**config.mk**
```make
export PLATFORM = sky130hd
export DESIGN_NAME = exu_issue_fifo
export DESIGN_NICKNAME = d
export VERILOG_FILES = /design/src/hw/exu_pkg.sv /design/src/hw/exu_issue_fifo.sv
export SDC_FILE = /design/constraint.sdc
export NUM_CORES = 1
export LEC_CHECK = 0
export ABC_AREA = 1
export BUFFER_PORTS_ARGS = -buffer_cell sky130_fd_sc_hd__clkbuf_2
export CORE_ASPECT_RATIO = 1.1
export CORE_MARGIN = 4
export CORE_UTILIZATION = 52
export CTS_CLUSTER_DIAMETER = 150
export DETAILED_ROUTE_END_ITERATION = 8
export PLACE_DENSITY = 0.75
export SLEW_MARGIN = 20
export SYNTH_ARGS = -nofsm -noshare
export SYNTH_HDL_FRONTEND = slang
export SYNTH_SLANG_ARGS = --single-unit
```
**constraint.sdc**
```tcl
create_clock -name i_clk -period 11.65 [get_ports i_clk]
set_input_delay 3.495 -clock i_clk [delete_from_list [all_inputs] [get_ports i_clk]]
set_output_delay 3.495 -clock i_clk [all_outputs]
set_load 0.05 [all_outputs]
```
**src/hw/exu_pkg.sv**
```systemverilog
// Execute stage definitions

package exu_pkg;

  localparam int XLEN = 64;

  // queue entries and the upstream credits after reset
  localparam int EXU_QDEPTH     = 4;
  localparam int EXU_WB_CREDITS = 2;
  localparam int EXU_DIV_CYCLES = 64;

  typedef logic [XLEN-1:0]                        xlen_t;
  typedef logic [$clog2(EXU_QDEPTH)-1:0]          qptr_t;
  typedef logic [$clog2(EXU_QDEPTH+1)-1:0]        qcnt_t;
  typedef logic [$clog2(EXU_WB_CREDITS+1)-1:0]    wb_cnt_t;
  typedef logic [$clog2(EXU_DIV_CYCLES)-1:0]      div_cnt_t;
  typedef logic [5:0]                             shamt_t;

  typedef enum logic [4:0] {
    alu_add      = 5'b00000,
    alu_sll      = 5'b00001,
    alu_slt      = 5'b00010,
    alu_copy_imm = 5'b00011,
    alu_xor      = 5'b00100,
    alu_srl      = 5'b00101,
    alu_or       = 5'b00110,
    alu_and      = 5'b00111,
    alu_sub      = 5'b01000,
    alu_sltu     = 5'b01010,
    alu_sra      = 5'b01101,
    alu_remu     = 5'b11001,
    alu_divu     = 5'b11010,
    alu_div      = 5'b11011,
    alu_mul      = 5'b11100,
    alu_rem      = 5'b11101,
    alu_ebreak   = 5'b11110,
    alu_illegal  = 5'b11111
  } alu_op_e;

  typedef enum logic {asrc_rs1 = 1'b0, asrc_pc = 1'b1} asrc_e;

  typedef enum logic [1:0] {
    bsrc_rs2  = 2'b00,
    bsrc_imm  = 2'b01,
    bsrc_four = 2'b10
  } bsrc_e;

  typedef enum logic [2:0] {
    br_none = 3'b000,
    br_jal  = 3'b001,
    br_jalr = 3'b010,
    br_beq  = 3'b100,
    br_bne  = 3'b101,
    br_blt  = 3'b110,
    br_bge  = 3'b111
  } branch_e;

  typedef enum logic [2:0] {
    mem_lb  = 3'b000,
    mem_lbu = 3'b001,
    mem_lh  = 3'b010,
    mem_lhu = 3'b011,
    mem_lw  = 3'b100,
    mem_lwu = 3'b101,
    mem_ld  = 3'b110
  } memop_e;

  typedef enum logic [1:0] {
    st_ok      = 2'b00,
    st_ebreak  = 2'b01,
    st_illegal = 2'b10
  } status_e;

  typedef struct packed {
    alu_op_e alu_op;
    asrc_e   asrc;
    bsrc_e   bsrc;
    logic    word_cut;
    branch_e branch;
    memop_e  memop;
    logic    mem_to_reg;
    xlen_t   rs1;
    xlen_t   rs2;
    xlen_t   imm;
    xlen_t   pc;
    // load data, already read by the memory stage
    xlen_t   rdata;
  } exu_op_t;

  typedef struct packed {
    xlen_t   wb_data;
    xlen_t   alu_result;
    xlen_t   next_pc;
    status_e status;
  } exu_res_t;

endpackage

```
**src/hw/exu_issue_fifo.sv**
```systemverilog
// Operation issue queue

`timescale 1ns/1ps

module exu_issue_fifo (
  input  logic             i_clk,
  input  logic             i_reset,
  input  logic             i_push,
  input  exu_pkg::exu_op_t i_push_op,
  input  logic             i_pop,
  output logic             o_head_valid,
  output exu_pkg::exu_op_t o_head,
  output logic             o_credit
);

  exu_pkg::exu_op_t mem [exu_pkg::EXU_QDEPTH];
  exu_pkg::qptr_t   wr_ptr_q;
  exu_pkg::qptr_t   rd_ptr_q;
  exu_pkg::qcnt_t   count_q;
  logic             full;
  logic             credit_q;

  function automatic exu_pkg::qptr_t ptr_inc(input exu_pkg::qptr_t ptr);
    return (ptr == exu_pkg::qptr_t'(exu_pkg::EXU_QDEPTH - 1)) ? '0 : ptr + 1'b1;
  endfunction

  assign full         = count_q == exu_pkg::qcnt_t'(exu_pkg::EXU_QDEPTH);
  assign o_head_valid = count_q != '0;
  assign o_head       = mem[rd_ptr_q];
  assign o_credit     = credit_q;

  always_ff @(posedge i_clk) begin
    if (i_push) begin
      mem[wr_ptr_q] <= i_push_op;
    end
  end

  always_ff @(posedge i_clk) begin
    if (i_reset) begin
      wr_ptr_q <= '0;
      rd_ptr_q <= '0;
      count_q  <= '0;
      credit_q <= 1'b0;
    end else begin
      // credit goes back one cycle after the pop
      credit_q <= i_pop;
      if (i_push) begin
        wr_ptr_q <= ptr_inc(wr_ptr_q);
      end
      if (i_pop) begin
        rd_ptr_q <= ptr_inc(rd_ptr_q);
      end
      case ({i_push, i_pop})
        2'b10:   count_q <= count_q + 1'b1;
        2'b01:   count_q <= count_q - 1'b1;
        default: count_q <= count_q;
      endcase
    end
  end

  // sender spent a credit it did not hold
  a_no_push_full: assert property (@(posedge i_clk) disable iff (i_reset) !(i_push && full));
  a_no_pop_empty: assert property (@(posedge i_clk) disable iff (i_reset)
    !(i_pop && !o_head_valid));

endmodule

```
# --- Word level (Yosys, flattened, before mapping) ---
# Memories as Yosys holds them, arrays and structs flattened. A register that Yosys moved wholly into a read port is not among the register bits.
# Cells that the tools add are included.
word_totals:
  ff_bits: 8
  ramBits: 1344
  elab_cells: 22
  n_memories: 1
classes:
  add_sub_neg: 4
  n_eq_ne: 4
  mux: 7
  reduce_logical: 2
memory_table:
  columns: ["memory", "words", "width", "read_ports", "rd_clocked_by_memory_dff", "write_ports", "line_no", "source"]
  rows:
  - ["mem", 4, 336, 1, 1, 1, "exu_issue_fifo.sv:16", "exu_pkg::exu_op_t mem [exu_pkg::EXU_QDEPTH];"]
op_table:
  columns: ["operator", "n"]
  rows:
  - ["$mux 2", 4]
  - ["$eq 2x2->1 const B", 3]
  - ["$pmux 3 s2", 1]
  - ["$add 2x1->2 const B", 2]
  - ["$add 3x1->3 const B", 1]
  - ["$reduce_bool 3->1", 1]
  - ["$sub 3x1->3 const B", 1]
  - ["$eq 2x1->1 const B", 1]
  - ["$mux 1", 2]
  - ["$reduce_bool 2->1", 1]

# --- Logic depth before layout (Yosys ltp) ---
logic_depth:
  word_depth: 4
  ltp_mapped: 10

# --- Worst setup path after synthesis ---
# Ideal clock, no wire load.
synth_timing:
  kind: "input to register"
  startpoint: "in i_push"
  endpoint: "mem mem[3][0] in the netlist's numbering (enable)"
  t_arrival_ns: 9.971
  t_required_ns: 10.965
  slack_ns: 0.994
  stages: 2
  n_path_buf: 0
  cell_sequence: "nand2_1 > inv_1"
synth_between:
  elab_chain_len: 2
synth_lines:
  columns: ["item", "line_no", "source"]
  rows:
  - ["from (decl)", "exu_issue_fifo.sv:8", "input logic i_push,"]
  - ["$mux 1", "exu_issue_fifo.sv:33", "if (i_push) begin"]
  - ["$mux 1 (implied by the code)", "exu_issue_fifo.sv:34", "mem[wr_ptr_q] <= i_push_op;"]
  - ["to (decl)", "exu_issue_fifo.sv:16", null]
# No other way between the ends.

==> run metrics <==
nets approximately 4300; top cell type by total area after synthesis edfxtp_1; power per cell area just under 200 nW/µm²; clk sinks 1354; H-tree depth 4; Max stage delay on crit path 0.94 ns; Final Total Pwr 11.31 mW; die width 303.6 µm; slew margin rel. -3.573%; Critical Path, Cell by Cell buf_4, buf_12, o21ai_0, o22ai_1, clkbuf_2; drt pass-1 iters 5; endpoints failing setup 0; Critical Path Source Type flop; die area 101200 µm²; Non-Filler Instances approximately 5300; Main synth FF type edfxtp_1; Max Fclk ~130 MHz; largest net degree at the start of global routing around 340; final core utilization 61.17%; first-pass GRT wire length 172400 µm; count leader, synth edfxtp_1; wire length per cell after detailed routing ~22 µm; share of cells above drive strength 1 22.30%; Lkg Pwr a little over 20 nW; core area 95590 µm²; Worst Path Arrival around 4.3 ns; run status finished with violations; post_cts resized 0; syn_nets 3657; commonest cells in the netlist edfxtp_1, nor2_1, o21ai_0, o22ai_1, clkbuf_1; worst vdd ir 180.0 µV; grt ovf 0; root buffer cell clkbuf_16; Post-DP HPWL 66260 µm; Port Buffers 677; die boundary height 333.2 µm; fin. max-slew vios 61; GRT Resource Usage Total 22.18%; Ys Warns 0; Final ANT Viol Nets 0; WP buf/inv 3; Max Clock Skew 0.02569 ns; hold_buf cts 0; GPL Wtd Cong 0.7945; CTS buffer count 132; clock-pin slew on the worst setup and hold paths 0.06 ns; post-CTS setup buffer count 0; vias in the first global route roughly 29000; clock latency at the later pin of the worst-skew pair 0.74 ns; unrepaired setup endpoints after global routing no; Crit Path Max Fanout 201; sequential area share after synthesis 81.14%; DR DRC count 0; final period utilization 67.11%; post-synthesis register bit count 1354; Max clock buf depth 3; asr flop ratio synth 0%; Post-Syn Instances 3310; failing checks max-slew violations; CTS tree done; fillcell total 6874; setup TNS 0 ns; CP delay by family, top buffers and inverters; initial antenna violation count 37; vias per cell 5.666; required time of the critical path 8.16 ns; number of enable flip-flop cells after synthesis 1344; DR iter-0 viols 2896; Synth cell types 22; top cell type's share of synthesized area between 80 and 90%; Crit Path Class reg2out; endpoints failing hold 0; Max Cap Violations 0; initial core utilization 52.29%; CP max stage cell dfxtp_4; Tmin final 7.818 ns; Hold Path Class reg2reg; top cells by area, synth edfxtp_1, o21ai_0, nor2_1; # IOs between 600 and 700; # placed instances 5058; syn avg cell area 15.10 µm²; area delta synth->final 16.97%; drt total wl about 120000 µm; element type at the critical path end output port; synthesized area between 40000 and 50000 µm²; row count 119; vias after detailed routing 30148; Worst-Margin Slew around 1.6 ns
## metrics by stage
step | hold WS (ns) | setup slack [ns] | cell area (µm²)
2_1_floorplan | 0.4897 | 0.9939 | 49990
6_report | 0.5282 | 3.832 | 58470
5_1_grt | 0.5764 | 3.487 | 58460
3_3_place_gp | 0.5145 | 4.686 | 54150
4_1_cts | 0.5376 | 3.797 | 58370
3_5_place_dp | 0.5292 | 4.608 | 54150
## layer usage
metal  vias to the layer above  global-route usage [%]  wire length (µm)
li1                      13842                       -                 -
met1                     14928                   26.70             42630
met2                      1112                   37.01             59030
met3                       250                   6.496              9675
met4                        16                   10.66              5226
met5                         -                       0               104
## registers in the layout (all words and copies together), names as in the netlist, named ones only
register,flops
o_credit,1
wr_ptr_q,2
rd_ptr_q,2
mem,1344
count_q,3
## path summary, 6_finish.rpt
path	from	to	slack (ns)	depth (start not counted)
worst min-delay path	wr_ptr_q[1]$_SDFFE_PP0P_	wr_ptr_q[1]$_SDFFE_PP0P_	0.53	2
worst min register to register	wr_ptr_q[1]$_SDFFE_PP0P_	wr_ptr_q[1]$_SDFFE_PP0P_	0.53	2
worst max-delay path	flop	o_head[151]	3.83	5
worst max register to register	wr_ptr_q[0]$_SDFFE_PP0P_	mem[2][216]$_DFFE_PP_	8.99	5
## cells by family after synthesis
group	share of synthesized area (%)
AOI/OAI and AO/OA	11.02
adders and majority gates	0.1902
buffers and inverters	2.441
DFF	81.14
and+or+nand+nor	5.204
## layout by cell type (no fill, tap or decap)
master / count
dfxtp_4: 2
clkinv_8: 3
bufinv_16: 9
clkinvlp_4: 3
clkinv_16: 1
clkinv_1: 15
dfxtp_1: 8
inv_8: 7
buf_12: 7
nor2_1: 678
inv_16: 1
clkbuf_8: 3
ha_1: 6
clkbuf_16: 138
edfxtp_1: 1344
o21ai_0: 646
inv_1: 12
a21oi_1: 5
inv_6: 7
clkbuf_2: 677
nand2_1: 8
nor3_1: 2
buf_16: 1
clkinv_2: 21
fa_1: 1
o22ai_1: 336
nand3_1: 2
o21ai_1: 30
nand4_1: 1
diode_2: 28
clkbuf_1: 32
buf_4: 17
## layout make-up
class	instances	area [µm²]	area share, %
clock inverter	61	606.8	1.038
timing repair buffer	702	3684	6.300
antenna	28	70.07	0.1198
sequential	1354	40570	69.38
multi-input combinational	1715	8207	14.04
inverter	18	131.4	0.2247
tap	1270	1589	2.718
clock buffer	173	3615	6.182
## power breakdown
group          switching (mW)  leakage (nW)  internal, mW
Sequential             0.0492          12.4          5.58
Clock                    1.74          2.07          2.40
Combinational            1.25          5.83         0.305
## worst reg2reg max path: cells and delay by family (launching register included)
family / cells / cell delay, ns
DFF: 1 / 0.34
adders and majority gates: 1 / 0.14
buffers and inverters: 3 / 1.61
and+or+nand+nor: 1 / 0.12
Power figures use the tool's default switching activity.
